==> config.mk <==
export PLATFORM = sky130hd
export DESIGN_NAME = port_widener
export DESIGN_NICKNAME = d
export VERILOG_FILES = /design/src/hdl/ingress_pkg.sv /design/src/hdl/port_widener.sv
export SDC_FILE = /design/constraint.sdc
export NUM_CORES = 1
export LEC_CHECK = 0
export BUFFER_PORTS_ARGS = -buffer_cell sky130_fd_sc_hd__buf_2
export CORE_ASPECT_RATIO = 1.2
export CORE_MARGIN = 1
export CORE_UTILIZATION = 42
export CTS_CLUSTER_DIAMETER = 30
export DETAILED_ROUTE_END_ITERATION = 7
export SETUP_SLACK_MARGIN = 0.3
export SYNTH_ARGS = -nofsm -noshare
export SYNTH_HDL_FRONTEND = slang
export SYNTH_SLANG_ARGS = --single-unit
==> constraint.sdc <==
create_clock -name clk_ifc -period 4.2 [get_ports clk_ifc]
set_input_delay 0.21 -clock clk_ifc [delete_from_list [all_inputs] [get_ports clk_ifc]]
set_output_delay 0.21 -clock clk_ifc [all_outputs]
set_load 0.01 [all_outputs]
==> src/hdl/ingress_pkg.sv <==
//////////////////////////////////////////////////
// Router ingress port mix, buffer sizes and the
// data types shared by the ingress stage
//////////////////////////////////////////////////

package ingress_pkg;

    //////////////////////////////////////////////////
    // Port mix and sizes

    // 8-bit ports take indices 0 and 1, 32-bit ports 2 and 3
    localparam int NUM_8B_PORTS  = 2;
    localparam int NUM_32B_PORTS = 2;
    localparam int NUM_PORTS     = NUM_8B_PORTS + NUM_32B_PORTS;

    // Bytes per word on the merged stream
    localparam int OUT_BYTES  = 8;

    // Room for two 64-byte packets per port
    localparam int FIFO_DEPTH = 16;
    localparam int CNT_W      = 16;

    //////////////////////////////////////////////////
    // Types

    typedef logic [$clog2(NUM_PORTS)-1:0] port_idx_t;
    typedef logic [OUT_BYTES*8-1:0]       out_data_t;
    typedef logic [OUT_BYTES-1:0]         out_keep_t;
    typedef logic [7:0]                   word8_t;
    typedef logic [31:0]                  word32_t;

    // One buffered 64-bit word, bytes packed from lane 0 upwards
    typedef struct packed {
        out_data_t data;
        out_keep_t keep;
        logic      last;
    } fifo_entry_t;

    // Extra top bit tells a full FIFO from an empty one
    typedef logic [$clog2(FIFO_DEPTH):0] fifo_ptr_t;
    typedef logic [CNT_W-1:0]            cnt_t;

endpackage

==> src/hdl/port_widener.sv <==
//////////////////////////////////////////////////
// Packs narrow port words into 64-bit FIFO entries
//////////////////////////////////////////////////
`timescale 1ns/1ps

module port_widener import ingress_pkg::*; #(
    parameter type in_word_t = word8_t
) (
    input  logic        clk_ifc,
    input  logic        arst_n,
    input  logic        port_valid,
    input  in_word_t    port_data,
    input  logic        port_last,
    input  logic        port_enable,
    output logic        wr_valid,
    output fifo_entry_t wr_entry,
    output logic        pkt_end
);

    localparam int IN_BYTES = $bits(in_word_t) / 8;
    localparam int FILL_W   = $clog2(OUT_BYTES) + 1;

    logic [FILL_W-1:0] fill;
    logic [FILL_W-1:0] fill_next;
    out_data_t         asm_data;
    out_data_t         asm_next;
    out_keep_t         keep_next;
    logic              pkt_open;
    logic              drop_pkt;
    logic              word_drop;
    logic              take;
    logic              complete;

    // Enable only matters on the first word of a packet
    assign word_drop = pkt_open ? drop_pkt : !port_enable;
    assign take      = port_valid && !word_drop;
    assign fill_next = fill + FILL_W'(IN_BYTES);
    assign complete  = port_last || (fill_next == FILL_W'(OUT_BYTES));

    // Merge the new word at the current byte offset
    always_comb begin
        asm_next = asm_data;
        asm_next[fill*8 +: $bits(in_word_t)] = port_data;
        for (int b = 0; b < OUT_BYTES; b++) begin
            keep_next[b] = (b < int'(fill_next));
        end
    end

    always_ff @(posedge clk_ifc or negedge arst_n) begin
        if (!arst_n) begin
            pkt_open <= 1'b0;
            drop_pkt <= 1'b0;
        end else if (port_valid) begin
            pkt_open <= !port_last;
            if (!pkt_open) begin
                drop_pkt <= !port_enable;
            end
        end
    end

    always_ff @(posedge clk_ifc or negedge arst_n) begin
        if (!arst_n) begin
            fill     <= '0;
            asm_data <= '0;
            wr_valid <= 1'b0;
            wr_entry <= '0;
            pkt_end  <= 1'b0;
        end else begin
            wr_valid <= take && complete;
            pkt_end  <= take && port_last;
            if (take) begin
                if (complete) begin
                    wr_entry.data <= asm_next;
                    wr_entry.keep <= keep_next;
                    wr_entry.last <= port_last;
                    fill          <= '0;
                    asm_data      <= '0;
                end else begin
                    fill     <= fill_next;
                    asm_data <= asm_next;
                end
            end
        end
    end

    // Framing and enable must be known on every word from the line
    a_ctrl_known: assert property (@(posedge clk_ifc) disable iff (!arst_n)
        port_valid |-> !$isunknown({port_last, port_enable}));

endmodule

After elaboration in Yosys (flattened, before gate mapping)
Cells that the tools add are included.

Add/subtract/negate cells: 2. Order comparisons: 8. Equal/unequal tests: 1. Shift operators: 2. Muxes and demuxes: 4. Reduce and logical (&&, ||, !) cells: 8.

Operators with widths (number): bitwise mux 64 bit (1); 2-to-1 mux 64 bit (1); variable shift 8 x 34 -> 64 bit, first input constant (1); indexed part select 8 x 34 -> 64 bit (1); negator 7 -> 34 bit (1); < comparator 3 x 4 -> 1 bit, first input constant (4); < comparator 1 x 4 -> 1 bit, first input constant (2); < comparator 2 x 4 -> 1 bit, first input constant (2); adder 4 x 1 -> 4 bit, second input constant (1); == test 4 bit, second input constant (1); 2-to-1 mux 4 bit (1); logical AND 1 bit (3); zero test 1 bit (3); AND reduction 2 bit (1); logical OR 1 bit (1); 2-to-1 mux 1 bit (1).

Register bits: 145. Bits of input ports: 13.

Depth between registers and ports, before layout
Word-level depth: 5. Depth in mapped cells: 10.

Worst setup path after synthesis
No wires, ideal clock.

Kind: reg-to-reg. Start: register fill[2]. End: register wr_entry[39] (netlist bit). Library setup time: 125 ps. Arrival: 2625 ps. Path slack: 1450 ps. Cell stages (with the launch flop): 11. Buffers on the path: 3. Clock period less this slack: 2750 ps. Cells stage by stage: dfrtp_1 -> buf_2 -> nor3_1 -> ha_1 -> or3b_1 -> or4b_1 -> buf_2 -> buf_6 -> nand2_1 -> o21ai_1 -> mux2_2.

Cells in the longest elaborated chain, start to end: 4. Elaborated cells between the ends (all ways): 8. Classes of those cells: add/sub: 2; eq/ne: 1; shift: 2; mux: 1; reduce/logical: 2.

Ends and longest elaborated chain: start: declaration (RTL line port_widener.sv:23) `logic [FILL_W-1:0] fill;`; start signal: assignment (RTL line port_widener.sv:79) `fill <= fill_next;`; branches (longest 4 deep; another with negator 7 -> 34 bit); end: declaration (RTL line port_widener.sv:16) `output fifo_entry_t wr_entry,`.

Parallel ways; which one is timed is not known. A chain may end at the register's enable or synchronous reset.

Worst setup path after layout
Start: register fill[0]. End: register asm_data[31].

Cells in the longest elaborated chain, start to end: 4. Elaborated cells between the ends (all ways): 8. Classes of those cells: add/sub: 2; eq/ne: 1; shift: 2; mux: 2; reduce/logical: 1.

Ends and longest elaborated chain: negator 7 -> 34 bit / adder 4 x 1 -> 4 bit (equally long branches) (RTL line port_widener.sv:43, port_widener.sv:37); indexed part select 8 x 34 -> 64 bit (tied with other cells) (RTL line port_widener.sv:43) `asm_next[fill*8 +: $bits(in_word_t)] = port_data;`; bitwise mux 64 bit / logical OR 1 bit (equally long branches) (RTL line port_widener.sv:43, port_widener.sv:38); 2-to-1 mux 64 bit * (RTL line port_widener.sv:72) `if (complete) begin`; end signal: assignment (RTL line port_widener.sv:80) `asm_data <= asm_next;`; end: declaration (RTL line port_widener.sv:25) `out_data_t asm_data;`.

Every way passes the cells marked *; elsewhere a longest branch is shown, timed or not.

==> out/metrics.cfg <==
[status]
outcome = finished clean

[finish]
postLayoutCellArea_mm2 = 0.007576
final_layout_size_suffix_gt1_share_pct = 22.99
final_cell_mix = dfrtp_1, nand2_1, buf_2
area_growth_syn_to_layout_pct = 18.22
final_common_cell = dfrtp_1
n_antenna_cell = 0
fin_nets = 676

[clock_network]
postCtsSetupBuffers = 0
cts_root_buf = clkbuf_16
tritoncts = built
htreeDepth = 4
worstSkewPairLatency_ps = 430
clk_pin_slew_ps = 60
cts_sinks = 145
numCtsBuffers = 17
clk_path_buf_depth = 2

[placed_design]
port_buffers = 87
pre_cts_slack_ps = 706.6
gp_congestion = 0.8873
place_hpwl_um = 10290
place_area_mm2 = 0.007007

[critical_path]
reg2regPathDepth = 7
end_kind = flip-flop
rr_startpoint = fill[0]
start_kind = flip-flop
reg2reg_slack_ps = 660
required_ps = 4500
critical_path_class = flip-flop to flip-flop
crit_fanout = 25
cp_data_arrival_time_ps = 3830
r2r-end = asm_data[31]

[synthesis]
synth.distinct_cells = 47
seq_area_frac_synth_pct = 56.62
synth_cells = 584
synth-edff-count = 0
ys_ff_latch = 145
synth.avg_cell_area_um2 = 10.97
synthesis.area_mm2 = 0.006409
synth_warnings = 0
synth_top_flop_cell = dfrtp_1
synth_fp_nets = 601
ys_async_sr_fraction_pct = 100.0

[routing]
drc = 0
drt_iter0_markers = 387
wl_per_cell_um = 17.15
top_layer = met4
first_pass_iters = 4
met3_length_um = 760
routed_wl_um = 14990
dr_wl_met2_um = 6966
vias = 4669
ant_nets = 0
vias_per_cell = 5.342
wl_met1_um = 6919

[floorplanning]
die_h_um = 137.3
core.rowCount = 49
die_area_mm2 = 0.01576
fp.coreArea_mm2 = 0.01496
start_util_pct = 42.84
pin_count = 88
die_width_um = 114.8

[global_routing]
grt_pass1_vias = 4619
grt_max_degree = 112
grt_pass1_wl_um = 24630
grt_overflow = 0
antenna_found_initial = 0
grt_usage_pct = 20.85

[timing]
rsz0062_at_grt = false
maxSlewViolCount = 0
fin_crit_ps = 3537
setup_viol = 0
hold_viol = 0
fin_ws_ps = 662.8
finClkSkew_ps = 8.542
period_share_pct = 84.22
max_freq_mhz = 282.7
final.setup.tns_ps = 0
max_slew.worst_pin.slew_ps = 1029
max-slew-margin-rel_pct = 30.80

[pwr]
powerDensity_mw_per_mm2 = 517.0
p_leak_nw = 3.585
irDropWorstVdd_uv = 293.5

[worst_hold_path]
min_path_type = input pin to flip-flop
min_delay_path_depth = 2
min_from = port_data[2]
hold_end = asm_data[2]

[job]
drv_cap = 0

-- state kept, by name, indices dropped and copies added, names as in the netlist --
| name | count |
|---|---|
| wr_valid | 1 |
| pkt_open | 1 |
| fill | 4 |
| asm_data | 64 |
| wr_entry | 73 |
| drop_pkt | 1 |
| pkt_end | 1 |
-- synthesized netlist by cell type (2+ instances only) --
cell type    n  area share (%)
mux2i_1     41             6.4
o221ai_1     8             1.1
inv_1        9            0.53
nand3b_1     3            0.35
or3b_1       2            0.27
nor2_1       5            0.29
ha_1         4            0.78
nor3_1       2            0.16
nor3_2       2            0.31
nand2_1    112             6.6
nand3_1      2            0.16
or4b_1       2            0.31
a31oi_1      8            0.78
a21oi_1      4            0.31
nand2b_1     2            0.20
and2_0       8            0.78
o22a_1       3            0.41
a22o_1      16             2.2
or3_1        2            0.20
dfrtp_1    145              57
a21o_1       2            0.23
o21ai_0     78             6.1
a32o_1      16             2.5
nor2b_1      9            0.88
mux2_2      17             3.0
o21ai_1      7            0.55
buf_2       11            0.86
o21a_1       2            0.23
o2bb2ai_1   16             2.2
clkbuf_1    29             1.7
-- metal layers --
layer,vias up,global-route usage (%)
li1,2239,-
met1,2290,28.82
met2,116,31.04
met3,24,4.443
met4,0,10.46
met5,-,0
-- power breakdown --
part / switching (mW) / leakage, nW / internal, mW / total [mW]
clock: 0.564 / 0.263 / 0.857 / 1.42
combinational: 0.521 / 1.37 / 0.301 / 0.823
sequential: 0.112 / 1.95 / 1.56 / 1.67
-- worst max-delay path by stage --
stage,start,endpoint,slack (ps)
4_1_cts,fill[0],asm_data[31],690
6_report,fill[0],asm_data[31],660
2_1_floorplan,fill[2],wr_entry[39],1450
5_1_grt,fill[0],asm_data[29],440
3_5_place_dp,fill[0],asm_data[31],710
3_3_place_gp,fill[0],asm_data[26],830
-- critical path, stage by stage, from the launching register on --
cell,delay [ps]
dfrtp_1,810
inv_1,330
ha_1,490
or3b_1,470
or4b_1,740
inv_1,160
o21ai_1,200
o2bb2ai_1,220
-- cells by family after synthesis --
family	synth area share, %
buffers and inverters	3.377
AOI/OAI and AO/OA	18.12
xor gates and xnor gates	0.2734
DFF	56.62
muxes	9.391
and+or+nand+nor	11.44
adders and majority gates	0.7810
-- per-stage QoR --
step / std cells / hold WS [ps] / util [%] / power, mW
5_1_grt: 874 / 122.0 / 50.64 / 4.128
3_5_place_dp: 842 / 434.0 / 46.84 / 2.520
6_report: 874 / 123.9 / 50.64 / 3.917
2_1_floorplan: 584 / -85.59 / - / 2.219
3_3_place_gp: 842 / 413.6 / 46.84 / 2.498
4_1_cts: 874 / 100.5 / 50.64 / 3.965
-- final cells by class --
cell class	instances	area (um^2)
sequential	145	3628
multi-input combinational	388	2580
inverter	9	33.78
fill	1410	7383
timing repair buffer	98	529.3
clock buffer	18	429.2
tap	204	255.2
clock inverter	12	120.1
-- what timing repair did --
| action | CTS | global route |
|---|---|---|
| hold endpoints to repair | 111 | 0 |
| hold buffers | 2 | 0 |
| resized for setup | 0 | 0 |
Note: power is estimated with default switching activity, not from simulation.
