### config.mk
export PLATFORM = sky130hd
export DESIGN_NAME = ingress_counters
export DESIGN_NICKNAME = d
export VERILOG_FILES = /design/src/hdl/ingress_pkg.sv /design/src/hdl/ingress_counters.sv
export SDC_FILE = /design/constraint.sdc
export NUM_CORES = 1
export LEC_CHECK = 0
export BUFFER_PORTS_ARGS = -buffer_cell sky130_fd_sc_hd__buf_2
export CAP_MARGIN = 15
export CORE_ASPECT_RATIO = 2
export CORE_MARGIN = 2
export CORE_UTILIZATION = 54
export CTS_BUF_LIST = sky130_fd_sc_hd__clkbuf_16
export DETAILED_ROUTE_END_ITERATION = 16
export PLACE_DENSITY = 0.79
export SYNTH_ARGS = -nofsm -noshare
export SYNTH_HDL_FRONTEND = slang
export SYNTH_SLANG_ARGS = --single-unit
### constraint.sdc
create_clock -name clk_ifc -period 2.2 [get_ports clk_ifc]
set_input_delay 0.44 -clock clk_ifc [delete_from_list [all_inputs] [get_ports clk_ifc]]
set_output_delay 0.44 -clock clk_ifc [all_outputs]
set_load 0.005 [all_outputs]
### src/hdl/ingress_pkg.sv
//////////////////////////////////////////////////
// Router ingress port mix, buffer sizes and the
// data types shared by the ingress stage
//////////////////////////////////////////////////

package ingress_pkg;

    //////////////////////////////////////////////////
    // Port mix and sizes

    // 8-bit ports take indices 0 and 1, 32-bit ports 2 and 3
    localparam int NUM_8B_PORTS  = 2;
    localparam int NUM_32B_PORTS = 2;
    localparam int NUM_PORTS     = NUM_8B_PORTS + NUM_32B_PORTS;

    // Bytes per word on the merged stream
    localparam int OUT_BYTES  = 8;

    // Room for two 64-byte packets per port
    localparam int FIFO_DEPTH = 16;
    localparam int CNT_W      = 16;

    //////////////////////////////////////////////////
    // Types

    typedef logic [$clog2(NUM_PORTS)-1:0] port_idx_t;
    typedef logic [OUT_BYTES*8-1:0]       out_data_t;
    typedef logic [OUT_BYTES-1:0]         out_keep_t;
    typedef logic [7:0]                   word8_t;
    typedef logic [31:0]                  word32_t;

    // One buffered 64-bit word, bytes packed from lane 0 upwards
    typedef struct packed {
        out_data_t data;
        out_keep_t keep;
        logic      last;
    } fifo_entry_t;

    // Extra top bit tells a full FIFO from an empty one
    typedef logic [$clog2(FIFO_DEPTH):0] fifo_ptr_t;
    typedef logic [CNT_W-1:0]            cnt_t;

endpackage

### src/hdl/ingress_counters.sv
//////////////////////////////////////////////////
// Accepted and dropped packet counters of one port
//////////////////////////////////////////////////
`timescale 1ns/1ps

module ingress_counters import ingress_pkg::*; (
    input  logic clk_ifc,
    input  logic arst_n,
    input  logic accepted,
    input  logic dropped,
    input  logic cnt_clear,
    output cnt_t pkt_cnt,
    output cnt_t drop_cnt
);

    // Both counters stick at all ones
    always_ff @(posedge clk_ifc or negedge arst_n) begin
        if (!arst_n) begin
            pkt_cnt  <= '0;
            drop_cnt <= '0;
        end else if (cnt_clear) begin
            pkt_cnt  <= '0;
            drop_cnt <= '0;
        end else begin
            if (accepted && (pkt_cnt != '1)) begin
                pkt_cnt <= pkt_cnt + 1'b1;
            end
            if (dropped && (drop_cnt != '1)) begin
                drop_cnt <= drop_cnt + 1'b1;
            end
        end
    end

endmodule

Yosys cells after proc, flatten, opt, wreduce, memory -nomap -nowiden

Index checks and enable logic that the tools add are counted.

Add/sub/neg operators: 2
Equality and inequality tests: 2
Multiplexer cells: 4
Reduce and logical (&&, ||, !) cells: 4

Operators with widths:

| kind                  | count |
|---|---|
| $mux 16               | 4 |
| $add 16x1->16 const B | 2 |
| $ne 16x16->1 const B  | 2 |
| $reduce_bool 2->1     | 2 |
| $logic_and 1x1->1     | 2 |

Register bits after elaboration: 32
Input port bits: 5
Word-level logic and storage cells: 14

Longest topological paths before layout

Gate-level depths: netlist of the first run.

Depth after elaboration: 4
Mapped depth: 6

Least setup slack after synthesis of the first run

No wires, ideal clock.

Path kind: reg-to-reg
From: register drop_cnt[0]
To: register drop_cnt[8]
Library setup time: 0.125 ns
Data arrival time: 1.707 ns
Setup slack: 0.368 ns
Cell stages (with the launch flop): 7
Path buffers: 1
Clock period less this slack: 1.832 ns
Cell sequence: dfrtp_1 ha_1 nand4_2 o41ai_2 buf_4 nor4_2 mux2_4

Longest elaborated chain between the ends: 3
Elaborated cells on any way between the ends: 6

Ends and longest elaborated chain:

| what                                          | line                                           | RTL |
|---|---|---|
| start: declaration                            | ingress_counters.sv:13                         | `output cnt_t drop_cnt` |
| start signal: assignment                      | ingress_counters.sv:29                         | `drop_cnt <= drop_cnt + 1'b1;` |
| $add 16x1->16 or $ne 16x16->1 (tied branches) | ingress_counters.sv:29, ingress_counters.sv:28 |  |
| $mux 16 or $logic_and 1x1->1 (tied branches)  | ingress_counters.sv:28                         | `if (dropped && (drop_cnt != '1)) begin` |
| $mux 16 or $reduce_bool 2->1 (tied branches)  | -                                              |  |

Several ways; a longest one is shown, not always the timed one. The select of a mux whose other input is x is not followed.
A chain may end at the register's enable or synchronous reset.

Final worst setup path of the first run

From: register drop_cnt[0]
To: register drop_cnt[9]

Same word-level chain as after synthesis.

==> impl_metrics.py, run 1 <==
metrics = {
    "logic_synthesis": {
        "yosysSeqAreaShare": 0.445,
        "yosysMostFrequentCell": "dfrtp_1",
        "synth_common_cells": "dfrtp_1, a21oi_1, nor2_1, o21ai_0",
        "synth_edf_count": 0,
        "ys_warn_count": 0,
        "avgSynthCellArea_um2": 9.27,
        "synth.cell_area_um2": 1800,
        "ys.flop_type": "dfrtp_1",
        "ys_seq_elements": 32,
        "synth_top_area_share": 0.445,
        "postSynth.asyncResetShare": 1.00,
        "synth_top_area_cell": "dfrtp_1",
        "synthTopCellsByArea": "dfrtp_1, a21oi_1, or3_1, o21ai_0, nand3_1",
        "syn_nets": 201,
        "yosysUniqueCellTypes": 42,
        "syn-instance-count": 194,
    },
    "setup_path": {
        "crit_top_cell": "nor4_1",
        "cp-start-kind": "flop",
        "path_cells": "ha_1, nand4_2, buf_4, nor4_1, nor4_1, mux2_2",
        "setup.worst_path.end_class": "flop",
        "slowest_stage": "dfrtp_1",
        "timing.reg2reg.setup_slack_ns": 0.31,
        "critical_path.top_delay_family": "simple AND/OR/NAND/NOR gates",
        "critPathArrivalTime_ns": 2.05,
        "slowest_delay_ns": 0.42,
        "cp_max_fo": 8,
        "critPathKind": "flop to flop",
        "cp.buffers_inverters": 1,
        "worst_ep_required_time_ns": 2.36,
    },
    "layout": {
        "final_area_um2": 2150,
        "drive_above_1_share": 0.247,
        "syn2layout_area_growth_pct": 19.8,
        "diodes": 0,
        "fin_nets": 241,
        "fin_cells": 266,
    },
    "global_routing": {
        "grtUsageTotal": 0.248,
        "overflow": 0,
        "grt_max_degree": 33,
        "grt_pass1_vias": 1615,
        "antenna_found_initial": 0,
        "grt_pass1_wl_mm": 7.10,
    },
    "power": {
        "power_mw": 1.32,
        "pwr_density_cell_nw_per_um2": 615,
        "worst_ir_drop_vdd_mv": 0.617,
        "p_leak_nw": 0.941,
    },
    "clocking": {
        "cts_sinks": 32,
        "cts_resized": 0,
        "clk_pin_slew_ns": 0.06,
        "ctsHoldBuffers": 0,
        "cts_tree": "done",
        "h-tree-depth": 2,
        "clk_latency_ns": 0.28,
        "post_cts_buffers": 0,
        "clock-root-buffer": "clkbuf_16",
        "cts_buffer_depth": 2,
        "cts_buffers": 5,
    },
    "routing": {
        "via_count": 1730,
        "wire_per_inst_um": 16.3,
        "final_antenna_net_count": 0,
        "first_pass_iters": 5,
        "totalWireLength_mm": 4.35,
        "drc": 0,
        "drt-initial-drc-count": 18,
        "viasPerCell": 6.50,
    },
    "placed_design": {
        "place_ws_ns": 0.316,
        "place_hpwl_mm": 3.12,
        "dp.cells": 258,
        "io_buffers": 36,
        "gp_congestion": 0.837,
        "placed_area_um2": 2010,
    },
    "floorplan": {
        "pin_count": 37,
        "core_area_um2": 3190,
        "die_h_um": 85.6,
        "die_area_um2": 3830,
        "initial_core_util": 0.563,
        "rows": 29,
        "die_width_um": 44.8,
    },
    "timing": {
        "hold_violations": 0,
        "relSlewSlack": 0.527,
        "worst_pin_slew_ns": 0.710,
        "setup_tns_ns": 0,
        "fin_skew_ns": 0.00690,
        "period_share": 0.858,
        "slew_violations": 0,
        "fmax_ghz": 0.530,
        "timing.final.ws_setup_ns": 0.312,
        "rsz0062_at_grt": "false",
        "finalSetupViolCount": 0,
        "min_period_ns": 1.89,
    },
    "status": {
        "status": "completed",
    },
    "hold_path": {
        "hp-class": "input pin to asynchronous set/reset pin",
    },
    "run": {
        "drv_cap": 0,
    },
}
==> power breakdown <==
group	leakage (nW)	internal [mW]	total, mW	switching, mW
clock network	0.0710	0.410	0.652	0.242
logic	0.426	0.0228	0.0639	0.0411
registers	0.444	0.597	0.607	0.0105
==> worst reg2reg max path, stage by stage (launching register included) <==
cell	delay, ns
dfrtp_1	0.42
ha_1	0.24
nand4_2	0.11
buf_4	0.19
nor4_1	0.41
nor4_1	0.12
mux2_2	0.28
==> final cells by class <==
cell class              count  area (um2)
repair buffers             40         210
inverters                   5        18.8
fillers                   266        1040
clock buffers               5         125
multi-input cells         150         946
clock inverters             3        13.8
flip-flops and latches     32         801
well taps                  31        38.8
==> final timing paths <==
path | from | end | cells past startpoint
max | drop_cnt[0] | drop_cnt[9] | 6
min | arst_n | pkt_cnt[11] | 1
max reg2reg | drop_cnt[0] | drop_cnt[9] | 6
min reg2reg | pkt_cnt[5] | pkt_cnt[5] | 2
max in group asynchronous | arst_n | pkt_cnt[0] | 1
min in group clk_ifc | dropped | drop_cnt[4] | 2
==> layer usage <==
| layer | wire, um | up-vias | part of all wire | global-route usage |
|---|---|---|---|---|
| met3 | 189 | 19 | 0.043 | 0.0463 |
| li1 | - | 819 | - | - |
| met1 | 1580 | 835 | 0.36 | 0.266 |
| met5 | 0 | - | 0 | 0 |
| met4 | 181 | 0 | 0.042 | 0.147 |
| met2 | 2390 | 57 | 0.55 | 0.427 |
==> metrics by stage <==
step | utilization | hold WS [ns]
after floorplan | - | 0.144
after global placement | 0.631 | 0.540
after detailed placement | 0.631 | 0.544
after CTS | 0.674 | 0.246
after global routing | 0.674 | 0.278
final | 0.674 | 0.210
==> cell families after synthesis <==
| group | share of synthesized area |
|---|---|
| flops | 0.445 |
| compound gates | 0.162 |
| buf+inv | 0.0285 |
| fa+ha+maj | 0.0139 |
| simple gates | 0.296 |
| xor+xnor | 0.00974 |
| mux | 0.0438 |
==> layout by cell type (no fill, tap or decap), types with 2 or more instances in the layout <==
| cell type | n |
|---|---|
| buf_2 | 36 |
| dfrtp_1 | 32 |
| a21oi_1 | 20 |
| o21ai_0 | 13 |
| nor2_1 | 13 |
| nand3_1 | 11 |
| or3_1 | 11 |
| nand2_1 | 10 |
| nand4_1 | 7 |
| nor4_1 | 6 |
| o31ai_1 | 6 |
| or4_1 | 6 |
| inv_1 | 5 |
| nor3_1 | 5 |
| nor2b_1 | 5 |
| clkbuf_16 | 5 |
| buf_4 | 4 |
| and4_1 | 3 |
| mux2i_1 | 3 |
| and3_1 | 3 |
| mux2_2 | 3 |
| nand4_2 | 2 |
| a41oi_1 | 2 |
| xor2_1 | 2 |
| nand2b_1 | 2 |
| ha_1 | 2 |
| clkinv_2 | 2 |
==> flip-flops by register name, indices dropped and copies added (netlist names) <==
| signal | flops |
|---|---|
| drop_cnt | 16 |
| pkt_cnt | 16 |
No activity file was read; power rests on OpenSTA's default activity.
==> inputs of run 2 (changes only) <==
--- a/config.mk
+++ b/config.mk
@@ -9,10 +9,11 @@
 export CAP_MARGIN = 15
 export CORE_ASPECT_RATIO = 2
 export CORE_MARGIN = 2
-export CORE_UTILIZATION = 54
+export CORE_UTILIZATION = 58
 export CTS_BUF_LIST = sky130_fd_sc_hd__clkbuf_16
 export DETAILED_ROUTE_END_ITERATION = 16
-export PLACE_DENSITY = 0.79
+export PLACE_DENSITY = 0.84
+export SLEW_MARGIN = 20
 export SYNTH_ARGS = -nofsm -noshare
 export SYNTH_HDL_FRONTEND = slang
 export SYNTH_SLANG_ARGS = --single-unit
==> constraint.sdc (replaced) <==
create_clock -name clk_ifc -period 2.3 [get_ports clk_ifc]
set_input_delay 0.46 -clock clk_ifc [delete_from_list [all_inputs] [get_ports clk_ifc]]
set_output_delay 0.46 -clock clk_ifc [all_outputs]
set_load 0.005 [all_outputs]
==> run 2 against run 1 <==
Net effect: global-route usage grew 4.6 points; worst hold slack improved by 0.020 ns; worst setup slack worse by 0.028 ns.
==> impl_metrics.py, run 2 (synthesis gave the netlist of run 1 again) <==
metrics = {
    "global_routing": {
        "overflow": 0,
        "grt_pass1_wl_mm": 7.87,
        "antenna_found_initial": 0,
        "grt_pass1_vias": 1766,
        "grt_max_degree": 33,
        "grtUsageTotal": 0.294,
    },
    "routing": {
        "via_count": 1771,
        "viasPerCell": 6.71,
        "first_pass_iters": 4,
        "drc": 0,
        "final_antenna_net_count": 0,
        "totalWireLength_mm": 4.70,
        "drt-initial-drc-count": 81,
        "wire_per_inst_um": 17.8,
    },
    "setup_path": {
        "critPathKind": "flop to flop",
        "cp.buffers_inverters": 1,
        "slowest_delay_ns": 0.61,
        "worst_ep_required_time_ns": 2.50,
        "cp-start-kind": "flop",
        "slowest_stage": "or4b_2",
        "critPathArrivalTime_ns": 2.22,
        "path_cells": "ha_1, nand4_2, o41ai_2, buf_4, or4b_2, a21oi_1",
        "critical_path.top_delay_family": "simple AND/OR/NAND/NOR gates",
        "cp_max_fo": 11,
        "setup.worst_path.end_class": "flop",
    },
    "floorplan": {
        "die_width_um": 43.4,
        "core_area_um2": 2940,
        "die_area_um2": 3590,
        "die_h_um": 82.7,
        "initial_core_util": 0.611,
        "rows": 28,
        "pin_count": 37,
    },
    "status": {
        "status": "completed",
    },
    "power": {
        "pwr_density_cell_nw_per_um2": 595,
        "worst_ir_drop_vdd_mv": 0.464,
        "p_leak_nw": 0.937,
    },
    "clocking": {
        "clock-root-buffer": "clkbuf_16",
        "clk_latency_ns": 0.28,
        "ctsHoldBuffers": 0,
        "cts_sinks": 32,
        "cts_resized": 0,
        "post_cts_buffers": 0,
        "h-tree-depth": 2,
        "cts_tree": "done",
        "clk_pin_slew_ns": 0.05,
        "cts_buffer_depth": 2,
        "cts_buffers": 5,
    },
    "layout": {
        "drive_above_1_share": 0.244,
        "layout_common_cells": "buf_2, dfrtp_1, a21oi_1",
        "fin_nets": 240,
        "top_regs": "drop_cnt: 16 flops, pkt_cnt: 16 flops",
        "fin_cells": 264,
        "final_common_cell": "buf_2",
        "nFillCells": 230,
        "syn2layout_area_growth_pct": 19.3,
        "diodes": 0,
    },
    "timing": {
        "period_share": 0.876,
        "worst_pin_slew_ns": 0.719,
        "rsz0062_at_grt": "false",
        "fmax_ghz": 0.496,
        "timing.final.ws_setup_ns": 0.284,
        "hold_violations": 0,
        "finalSetupViolCount": 0,
        "setup_tns_ns": 0,
        "slew_violations": 0,
        "relSlewSlack": 0.521,
        "fin_skew_ns": 0.00513,
        "min_period_ns": 2.02,
    },
    "hold_path": {
        "hp-class": "input pin to asynchronous set/reset pin",
    },
    "placed_design": {
        "dp.cells": 256,
        "place_hpwl_mm": 3.32,
        "io_buffers": 36,
        "gp_congestion": 0.891,
        "place_ws_ns": 0.305,
    },
    "run": {
        "drv_cap": 0,
    },
}
## run 2: cell count changes in the layout (fill, tap and decap cells not counted), sizes merged
cell / delta
buf: -1
## run 2: worst register-to-register path, stage by stage (launching register included)
cell	delay, ns
dfrtp_1	0.43
ha_1	0.27
nand4_2	0.19
o41ai_2	0.11
buf_4	0.18
or4b_2	0.61
a21oi_1	0.15
## run 2: area by class of cell
type	count	area, um2	area share
sequential	32	801	0.373
tap	30	37.5	0.0175
multi-input combinational	150	946	0.441
timing repair buffer	39	203	0.0945
inverter	5	18.8	0.00875
clock inverter	3	13.8	0.00642
clock buffer	5	125	0.0583
## run 2: worst paths after layout
kind | slack (ns) | cells after the start | endpoint | from
worst max register to register | 0.28 | 6 | drop_cnt[10] | drop_cnt[0]
max in group asynchronous | 1.60 | 1 | pkt_cnt[1] | arst_n
min in group clk_ifc | 0.50 | 2 | drop_cnt[4] | dropped
worst max-delay path | 0.28 | 6 | drop_cnt[10] | drop_cnt[0]
worst min register to register | 0.59 | 2 | pkt_cnt[11] | pkt_cnt[11]
worst min-delay path | 0.23 | 1 | pkt_cnt[14] | arst_n
## run 2: through the flow
step	area, um2	hold WS (ns)	utilization	power [mW]
6_report	2140	0.230	0.729	1.28
5_1_grt	2140	0.297	0.729	1.32
4_1_cts	2140	0.254	0.729	1.28
3_5_place_dp	2010	0.551	0.682	0.652
3_3_place_gp	2010	0.542	0.682	0.648
2_1_floorplan	1800	0.164	-	0.619
## run 2: power by group
group / total (mW) / leakage [nW] / internal [mW] / switching, mW
clock: 0.633 / 0.0710 / 0.392 / 0.240
combinational: 0.0627 / 0.421 / 0.0219 / 0.0408
sequential: 0.580 / 0.444 / 0.571 / 0.00928
## run 2: metal layers
layer / share of wire / track usage
met5: 0 / 0
met4: 0.024 / 0.167
met3: 0.053 / 0.0630
met2: 0.59 / 0.558
met1: 0.33 / 0.279
