## src/hdl/ingress_pkg.sv

```systemverilog
//////////////////////////////////////////////////
// Router ingress port mix, buffer sizes and the
// data types shared by the ingress stage
//////////////////////////////////////////////////

package ingress_pkg;

    //////////////////////////////////////////////////
    // Port mix and sizes

    // 8-bit ports take indices 0 and 1, 32-bit ports 2 and 3
    localparam int NUM_8B_PORTS  = 2;
    localparam int NUM_32B_PORTS = 2;
    localparam int NUM_PORTS     = NUM_8B_PORTS + NUM_32B_PORTS;

    // Bytes per word on the merged stream
    localparam int OUT_BYTES  = 8;

    // Room for two 64-byte packets per port
    localparam int FIFO_DEPTH = 16;
    localparam int CNT_W      = 16;

    //////////////////////////////////////////////////
    // Types

    typedef logic [$clog2(NUM_PORTS)-1:0] port_idx_t;
    typedef logic [OUT_BYTES*8-1:0]       out_data_t;
    typedef logic [OUT_BYTES-1:0]         out_keep_t;
    typedef logic [7:0]                   word8_t;
    typedef logic [31:0]                  word32_t;

    // One buffered 64-bit word, bytes packed from lane 0 upwards
    typedef struct packed {
        out_data_t data;
        out_keep_t keep;
        logic      last;
    } fifo_entry_t;

    // Extra top bit tells a full FIFO from an empty one
    typedef logic [$clog2(FIFO_DEPTH):0] fifo_ptr_t;
    typedef logic [CNT_W-1:0]            cnt_t;

endpackage

```

## src/hdl/packet_fifo.sv

```systemverilog
//////////////////////////////////////////////////
// Store-and-forward packet FIFO with drop on full
//////////////////////////////////////////////////
`timescale 1ns/1ps

module packet_fifo import ingress_pkg::*; (
    input  logic        clk_ifc,
    input  logic        arst_n,
    input  logic        wr_valid,
    input  fifo_entry_t wr_entry,
    input  logic        pkt_end,
    input  logic        pop,
    output fifo_entry_t head,
    output logic        pkt_avail,
    output logic        accepted,
    output logic        dropped,
    output logic        overflow
);

    localparam int AW = $clog2(FIFO_DEPTH);

    fifo_entry_t mem [FIFO_DEPTH];

    fifo_ptr_t rd_ptr;
    // Tentative write pointer and the last committed packet boundary
    fifo_ptr_t wr_ptr;
    fifo_ptr_t cm_ptr;
    // Number of whole packets ready for the arbiter
    fifo_ptr_t pkt_cnt;
    logic      dropping;
    logic      full;
    logic      store;
    logic      commit;
    logic      pop_last;

    assign full      = (wr_ptr[AW] != rd_ptr[AW]) && (wr_ptr[AW-1:0] == rd_ptr[AW-1:0]);
    assign store     = wr_valid && !dropping && !full;
    assign commit    = store && pkt_end;
    assign pop_last  = pop && head.last;
    assign head      = mem[rd_ptr[AW-1:0]];
    assign pkt_avail = (pkt_cnt != '0);

    always_ff @(posedge clk_ifc) begin
        if (store) begin
            mem[wr_ptr[AW-1:0]] <= wr_entry;
        end
    end

    //////////////////////////////////////////////////
    // Pointers, packet count and status

    always_ff @(posedge clk_ifc or negedge arst_n) begin
        if (!arst_n) begin
            rd_ptr   <= '0;
            wr_ptr   <= '0;
            cm_ptr   <= '0;
            pkt_cnt  <= '0;
            dropping <= 1'b0;
            accepted <= 1'b0;
            dropped  <= 1'b0;
            overflow <= 1'b0;
        end else begin
            accepted <= commit;
            dropped  <= 1'b0;
            if (pop) begin
                rd_ptr <= rd_ptr + 1'b1;
            end
            pkt_cnt <= pkt_cnt + fifo_ptr_t'(commit) - fifo_ptr_t'(pop_last);
            if (wr_valid) begin
                if (dropping || full) begin
                    // Throw away the partial packet
                    wr_ptr   <= cm_ptr;
                    dropping <= !pkt_end;
                    if (pkt_end) begin
                        dropped  <= 1'b1;
                        overflow <= 1'b1;
                    end
                end else begin
                    wr_ptr <= wr_ptr + 1'b1;
                    if (pkt_end) begin
                        cm_ptr <= wr_ptr + 1'b1;
                    end
                end
            end
        end
    end

    // The arbiter only reads packets that are complete here
    a_pop_committed: assert property (@(posedge clk_ifc) disable iff (!arst_n)
        pop |-> pkt_avail);

endmodule

```

## config.mk

```make
export PLATFORM = sky130hd
export DESIGN_NAME = packet_fifo
export DESIGN_NICKNAME = d
export VERILOG_FILES = /design/src/hdl/ingress_pkg.sv /design/src/hdl/packet_fifo.sv
export SDC_FILE = /design/constraint.sdc
export NUM_CORES = 1
export LEC_CHECK = 0
export BUFFER_PORTS_ARGS = -buffer_cell sky130_fd_sc_hd__buf_2
export CAP_MARGIN = 25
export CELL_PAD_IN_SITES_DETAIL_PLACEMENT = 0
export CELL_PAD_IN_SITES_GLOBAL_PLACEMENT = 1
export CORE_ASPECT_RATIO = 1.2
export CORE_MARGIN = 4
export CORE_UTILIZATION = 55
export DETAILED_ROUTE_END_ITERATION = 8
export GPL_TIMING_DRIVEN = 0
export PLACE_DENSITY_LB_ADDON = 0.1
export SYNTH_ARGS = -nofsm -noshare
export SYNTH_HDL_FRONTEND = slang
export SYNTH_SLANG_ARGS = --single-unit
export TNS_END_PERCENT = 10
```

## constraint.sdc

```tcl
create_clock -name clk_ifc -period 4.96 [get_ports clk_ifc]
set_input_delay 1.24 -clock clk_ifc [delete_from_list [all_inputs] [get_ports clk_ifc]]
set_output_delay 1.24 -clock clk_ifc [all_outputs]
set_load 0.02 [all_outputs]
```

---- Word level (Yosys, flattened, before mapping) ----
Memories as Yosys holds them, arrays and structs flattened.
Index checks and enable logic that the tools add are counted.
storage, ports and cells
  register bits after elaboration ......... 24
  memory bits (writable) .................. 1,168
  input bits .............................. 78
  output and inout port bits .............. 77
  word-level logic and storage cells ...... 35
  memories ................................ 1
cells by class
  add/sub/neg operators ................... 4
  equal/unequal tests ..................... 2
  mux-type cells .......................... 6
  bitwise gates (word level) .............. 1
  reduce and logical (&&, ||, !) cells .... 13
memories
  name  words  width  rd ports  clocked after Yosys merged registers in  wr ports  line               source
  mem   16     73     1         0                                        1         packet_fifo.sv:22  fifo_entry_t mem [FIFO_DEPTH];
operators with widths
  kind                 count
  $add 5x1->5 const B  2
  $reduce_and 3->1     2
  $add 5x1->5          1
  $logic_and 1x1->1    5
  $mux 1               5
  $mux 5               1
  $reduce_bool 5->1    1
  $sub 5x1->5          1
  $eq 4x4->1           1
  $logic_not 1->1      3
  $reduce_and 2->1     1
  $logic_or 1x1->1     1
  $ne 1x1->1           1
  $not 1->1            1

---- Depth between registers and ports, before layout ----
Gate-level depths: netlist of the first run.
  depth in word-level cells ............... 7
  gate-level depth with buffers ........... 16
  depth with buffers taken out ............ 15

---- Least setup slack after synthesis of the first run ----
Ideal clock, no wire load.
  path type ............................... input to register
  start point ............................. in wr_valid
  end point ............................... mem mem[11][0] (netlist name), enable pin
  library setup time ...................... 0.440 ns
  arrival time ............................ 3.654 ns
  data required time ...................... 4.520 ns
  slack ................................... 0.866 ns
  cell stages on the path ................. 4
  path buffers ............................ 1
  cell sequence ........................... clkbuf_1 nand2_1 nor3_1 and3_1
on the way
  word-level cells in the longest chain between the ends .. 4
ends and longest elaborated chain
  item                             line               source
  from (decl)                      packet_fifo.sv:9   input logic wr_valid,
  $logic_and 1x1->1 (2 in series)  packet_fifo.sv:37  assign store = wr_valid && !dropping && !full;
  $mux 1                           packet_fifo.sv:44  if (store) begin
  $mux 1 (not written as such)     packet_fifo.sv:45  mem[wr_ptr[AW-1:0]] <= wr_entry;
  to (decl)                        packet_fifo.sv:22
No other way between the ends.

==> run metrics, run 1 <==
Die Wd=between 200 and 300 um; crit-path cells=buf_2 > buf_4 > clkbuf_1 > buf_2 > mux4_2 > mux2i_1 > a21oi_1 > buf_2; fin crit period=4.786 ns; DRC viols=0; Sink Count=1192; Nets=roughly 2400; Hold Crit Class=register to register; drt wl/cell=between 20 and 30 um; die area=between 0.08 and 0.09 sq mm; syn_nets=2094; Synth Area per Inst=approximately 23 sq um; Setup WS post-layout=about 0.17 ns; DR iter-0 viols=1945; crit path max fanout=10; RSZ-0062 raised after global routing=no; GRT Overall Usage=0.2324; Reg clk slew, reported paths=roughly 0.06 ns; run status=completed; FF-to-FF End=pkt_cnt[4]; DRT Wirelength=just over 100000 um; TritonCTS Buffers=between 100 and 150; TritonCTS clock tree=built; Final setup viols=0; Synth cell types=45; most used cell along the critical path=buf_2; simple-gate share of the synthesized area=0.01546; Max-slew headroom=0.3780; peak supply drop=roughly 0.0004 V; die height=~330 um; clock root buffer=clkbuf_16; Worst Skew=roughly 0.021 ns; mux cell area share after synthesis=0.1641; Crit. End Element=output port; Fmax achieved=0.2089 GHz; clk_lat worst skew=a little under 0.7 ns; largest net degree at the start of global routing=~50; sw power=9.703 mW; global route overflow=0; cell row count=roughly 120; Synth Area in Compound Gates=0.02280; worst reg2reg path depth=15; Post-DP Area=around 0.05 sq mm; share of layout cells above drive strength 1=0.2858; XOR/XNOR share of the synthesized area=0.002657; dpl hpwl=a little over 60000 um; adder-cell share of the synthesized area=0.003417; sequential cell area=~0.036 sq mm; Clock power frac=0.279; core area=approximately 0.083 sq mm; Netlist Area Pre-Place=approximately 0.046 sq mm; drt via density=between 6 and 7; fillers=roughly 5800; DP Worst Slack=around 0.60 ns; startpoint types=register; initial antenna violation count=10; RR Startpoint=rd_ptr[2]; # Max-Cap Violations=0; post-CTS setup buffer count=0; CP max stage cell=buf_2; Internal=between 20 and 25 mW; synth-to-layout area growth=14.07%; Initial Utilization=0.5539; vias in the first global route=~23000; Overall Power=30.96 mW; Slew Limit Fails=0; DRT Pass-1 Iters=5; Hold Vio Cnt, Final=0; Worst R2R Setup Slack=roughly 1.3 ns; post_cts resized=1; hold path endpoint=overflow; FF+latch count, synth=1192; Via Count=around 21000; Mapped Cells=approximately 2000; type of the worst setup path=register to output port; Least-Margin Pin Slew=approximately 0.93 ns; IO Port Bufs=around 150; CP peak stage delay=roughly 0.48 ns; Switching Share=0.3134; HP Start=overflow; area of the multi-input gates=between 0.009 and 0.01 sq mm; first-pass GRT wire length=between 150000 and 200000 um; register area share after synthesis=0.7731; largest family of logic cells by synthesized area=multiplexers; Comb power frac=0.326; Seq pwr share=0.396; I/O pins=~160; H-tree levels=3; design area=0.05263 sq mm; Pleak=17.09 nW; Yosys warnings=0; Final ANT Viol Nets=0; Hold Buf Count CTS=0; Worst Hold Path Cells=1; pwr dens=roughly 590 mW/mm^2; TNS Setup=0 ns; Final period util=0.9649; buffer depth of the longest clock path=3; gpl congestion=0.7408; worst path required time=between 3 and 4 ns; CP arrival=between 3 and 4 ns
## final cells by class
cell class              instances  share of cell area
plain buffers                 112             0.01498
well taps                    1121             0.02665
diodes                          5           0.0002377
inverters                      17            0.001212
clock inverters                73             0.01429
flip-flops and latches       1192              0.6778
repair buffers                173             0.02425
multi-input cells             683              0.1842
clock buffers                 133             0.05636
## per-stage QoR
step / std cells / utilization / hold WS [ns]
final: 3509 / 0.6318 / 0.4952
after detailed placement: 3298 / 0.5870 / 0.4821
after CTS: 3504 / 0.6316 / 0.4997
after global routing: 3504 / 0.6316 / 0.5240
after global placement: 3278 / 0.5799 / 0.4654
after floorplan: 2004 / - / 0.4711
## logic make-up after synthesis
kind of cell	after synthesis
AO/OA/AOI/OAI	163
XOR/XNOR	14
adder cells (fa/ha/maj)	12
buffers and inverters	129
flip-flops	1192
multiplexers	374
AND/OR/NAND/NOR	120
## metal layers
metal,track usage,part of all wire
met4,0.05344,0.019
met2,0.3892,0.51
met5,0,0.00036
met3,0.03843,0.063
met1,0.3281,0.41
## cells in the final DEF, fill, tap and decap left out, drive strengths merged, types with 3 or more instances in the layout
cell type,synthesis,layout
nor2b,72,72
mux4,293,293
dfrtp,24,24
mux2,6,6
diode,0,5
xnor2,10,10
ha,11,11
mux2i,75,75
clkinv,0,51
nand4,6,6
bufinv,0,15
nor2,10,10
clkinvlp,0,3
and3,17,17
a211oi,73,73
nor3,5,5
clkbuf,43,176
a21oi,77,77
buf,69,242
inv,17,21
nand2,6,6
edfxtp,1168,1168
xor2,4,4
## how the worst max path moves through the flow
stage	from	to	slack, ns	depth (start not counted)
2_1_floorplan	wr_valid	mem[11][0]	0.87	4
3_3_place_gp	wr_valid	mem[13][34]	-1.55	4
3_5_place_dp	rd_ptr[1]	head[44]	0.60	7
4_1_cts	rd_ptr[1]	head[41]	0.12	9
5_1_grt	rd_ptr[1]	head[41]	0.05	9
6_report	rd_ptr[1]	head[3]	0.17	8
## worst max-delay path: cells and delay by family (launching register included)
family          cells  cell delay [ns]
compound gates      1             0.45
buf+inv             5             1.72
flops               1             0.35
mux                 2             0.34
## power groups by stage
stage | combinational, mW | sequential [mW] | clock (mW)
5_1_grt | 10.8 | 12.3 | 9.24
3_3_place_gp | 10.1 | 12.6 | 0
3_5_place_dp | 10.3 | 12.5 | 0
4_1_cts | 10.3 | 12.3 | 8.79
2_1_floorplan | 6.87 | 12.5 | 0
6_report | 10.1 | 12.3 | 8.63
## registers in the layout (all words and copies together) (netlist names)
name,count
wr_ptr,5
rd_ptr,5
mem,1168
dropped,1
dropping,1
overflow,1
accepted,1
cm_ptr,5
pkt_cnt,5
## cells in the mapped netlist, drive strengths merged
cell type     n  area share
or4b          1     0.00022
nand4         6     0.00081
o2111ai       1     0.00019
mux4        293        0.15
edfxtp     1168        0.76
a21o          1     0.00016
nor2b        72      0.0098
xnor2        10      0.0019
o21bai        1     0.00016
ha           11      0.0030
o21a          1     0.00016
and3         17      0.0023
mux2i        75       0.016
or2           1     0.00014
xor2          4     0.00076
a211oi       73       0.012
a21oi        77      0.0084
fa            1     0.00043
mux2          6      0.0015
buf          69       0.014
o41ai         1     0.00019
o31ai         1     0.00016
inv          17      0.0014
a221oi        1     0.00033
nand2         6     0.00049
nor2         10     0.00087
o221ai        1     0.00033
and2          2     0.00033
o21ai         2     0.00030
dfrtp        24       0.013
nor3          5     0.00054
clkbuf       43      0.0036
a22oi         2     0.00033
o211ai        1     0.00016
Note: power is estimated with default switching activity, not from simulation.
==> run 2, diff against run 1 <==
--- a/config.mk
+++ b/config.mk
@@ -14,6 +14,7 @@
 export CORE_UTILIZATION = 55
 export DETAILED_ROUTE_END_ITERATION = 8
 export GPL_TIMING_DRIVEN = 0
+export MAX_ROUTING_LAYER = met4
 export PLACE_DENSITY_LB_ADDON = 0.1
 export SYNTH_ARGS = -nofsm -noshare
 export SYNTH_HDL_FRONTEND = slang
==> run metrics, run 2 (synthesis results as in run 1) <==
cell row count=116 (unchanged); worst reg2reg path depth=15 (unchanged); die area=0.08861 sq mm (unchanged); DR iter-0 viols=2007 (+3.2%); gpl congestion=0.7501 (+1.3%); pwr dens=588.2 mW/mm^2 (about the same); run status=completed; H-tree levels=3 (unchanged); dpl hpwl=60410 um (unchanged); Final period util=0.9715 (+0.006605); startpoint types=register; Crit. End Element=output port; RR Startpoint=rd_ptr[2]; # Max-Cap Violations=0 (unchanged); Seq pwr share=0.396 (about the same); Max-slew headroom=0.3790 (+0.001036); DRC viols=0 (unchanged); Comb power frac=0.326 (about the same); Initial Utilization=0.5539 (unchanged); Final setup viols=0 (unchanged); RSZ-0062 raised after global routing=no; design area=0.05264 sq mm (about the same); fin crit period=4.819 ns (+0.03276 ns); sw power=9.704 mW (about the same); die height=325.3 um (unchanged); Reg clk slew, reported paths=0.06 ns (about the same); synth-to-layout area growth=14.08% (about the same); Die Wd=272.4 um (unchanged); Fmax achieved=0.2075 GHz (-0.68%); Worst Hold Path Cells=1 (unchanged); IO Port Bufs=153 (unchanged); TNS Setup=0 ns (unchanged); Final ANT Viol Nets=0 (unchanged); CP arrival=3.58 ns (+0.03 ns); DRT Pass-1 Iters=7 (+2); Slew Limit Fails=0 (unchanged); peak supply drop=0.0003927 V (about the same); post_cts resized=1 (unchanged); core area=0.08331 sq mm (unchanged); clk_lat worst skew=0.68 ns (about the same); Sink Count=1192 (unchanged); Post-DP Area=0.04890 sq mm (unchanged); vias in the first global route=22500 (-0.17%); clock root buffer=clkbuf_16; Hold Vio Cnt, Final=0 (unchanged); sequential cell area=0.03567 sq mm (unchanged); buffer depth of the longest clock path=3 (unchanged); TritonCTS Buffers=114 (unchanged); Clock power frac=0.279 (about the same); Hold Crit Class=register to register; HP Start=overflow; crit path max fanout=10 (unchanged); Via Count=21330 (-0.22%); share of layout cells above drive strength 1=0.2858 (unchanged); post-CTS setup buffer count=0 (unchanged); Nets=2383 (unchanged); drt via density=6.075 (-0.28%); FF-to-FF End=pkt_cnt[4]; Worst R2R Setup Slack=1.27 ns (about the same); hold path endpoint=overflow; Least-Margin Pin Slew=0.9315 ns (-0.001554 ns); area of the multi-input gates=0.009697 sq mm (unchanged); Pleak=17.09 nW (unchanged); initial antenna violation count=10 (unchanged); Hold WS=0.4953 ns (+0.0001190 ns); fillers=5766 (-0.069%); GRT Overall Usage=0.2395 (+0.007024); global route overflow=0 (unchanged); Hold Buf Count CTS=0 (unchanged); Internal=21.26 mW (about the same); DRT Wirelength=101600 um (about the same); type of the worst setup path=register to output port; drt wl/cell=28.93 um (about the same); most common cell after layout, fill and taps aside=edfxtp_1; I/O pins=155 (unchanged); first-pass GRT wire length=150500 um (about the same); Switching Share=0.3134 (about the same); TritonCTS clock tree=built; most frequent cells in the layout=edfxtp_1 (1168), mux4_2 (252), buf_2 (181); Worst Skew=0.02338 ns (+0.002209 ns); worst path required time=3.72 ns (about the same); largest net degree at the start of global routing=51 (unchanged); Largest register FFs=1168 (unchanged)
run 2: per-stage QoR:
step	instances	util	power (mW)	worst slack [ns]
finish	3511	0.6318	30.96	0.1412
global route	3509	0.6318	32.33	0.05041
global placement	3278	0.5799	22.60	-1.550
CTS	3504	0.6316	31.35	0.1211
detailed placement	3298	0.5870	22.74	0.6036
floorplan	2004	-	19.32	0.8665
run 2: layer usage:
metal,global-route usage,vias up,wire length [um]
met2,0.3889,679,51760
met4,0.05332,0,1898
met3,0.03895,146,6267
met1,0.3277,11400,41640
met5,-,-,0
li1,-,9107,-
run 2: how the worst max path moves through the flow:
stage / from / endpoint / slack, ns / cells past startpoint
floorplan: wr_valid / mem[11][0] / 0.87 / 4
global placement: wr_valid / mem[13][34] / -1.55 / 4
detailed placement: rd_ptr[1] / head[44] / 0.60 / 7
CTS: rd_ptr[1] / head[41] / 0.12 / 9
global route: rd_ptr[1] / head[41] / 0.05 / 9
finish: rd_ptr[1] / head[3] / 0.14 / 8
run 2: critical path, stage by stage, from the launching register on:
cell	delay, ns
dfrtp_1	0.35
buf_2	0.23
buf_4	0.28
clkbuf_1	0.49
buf_2	0.48
mux4_2	0.27
mux2i_1	0.07
a21oi_1	0.46
buf_2	0.26
run 2: layout make-up:
type | instances | share of cell area
flip-flops and latches | 1192 | 0.6777
multi-input cells | 683 | 0.1842
clock buffers | 133 | 0.05636
well taps | 1121 | 0.02665
repair buffers | 173 | 0.02425
plain buffers | 112 | 0.01498
clock inverters | 73 | 0.01429
inverters | 17 | 0.001212
diodes | 7 | 0.0003328
run 2: power groups by stage:
stage               Clock (mW)  Combinational, mW  Sequential [mW]
finish                    8.63               10.1             12.3
global route              9.24               10.8             12.3
CTS                       8.79               10.3             12.3
detailed placement           0               10.3             12.5
global placement             0               10.1             12.6
floorplan                    0               6.87             12.5
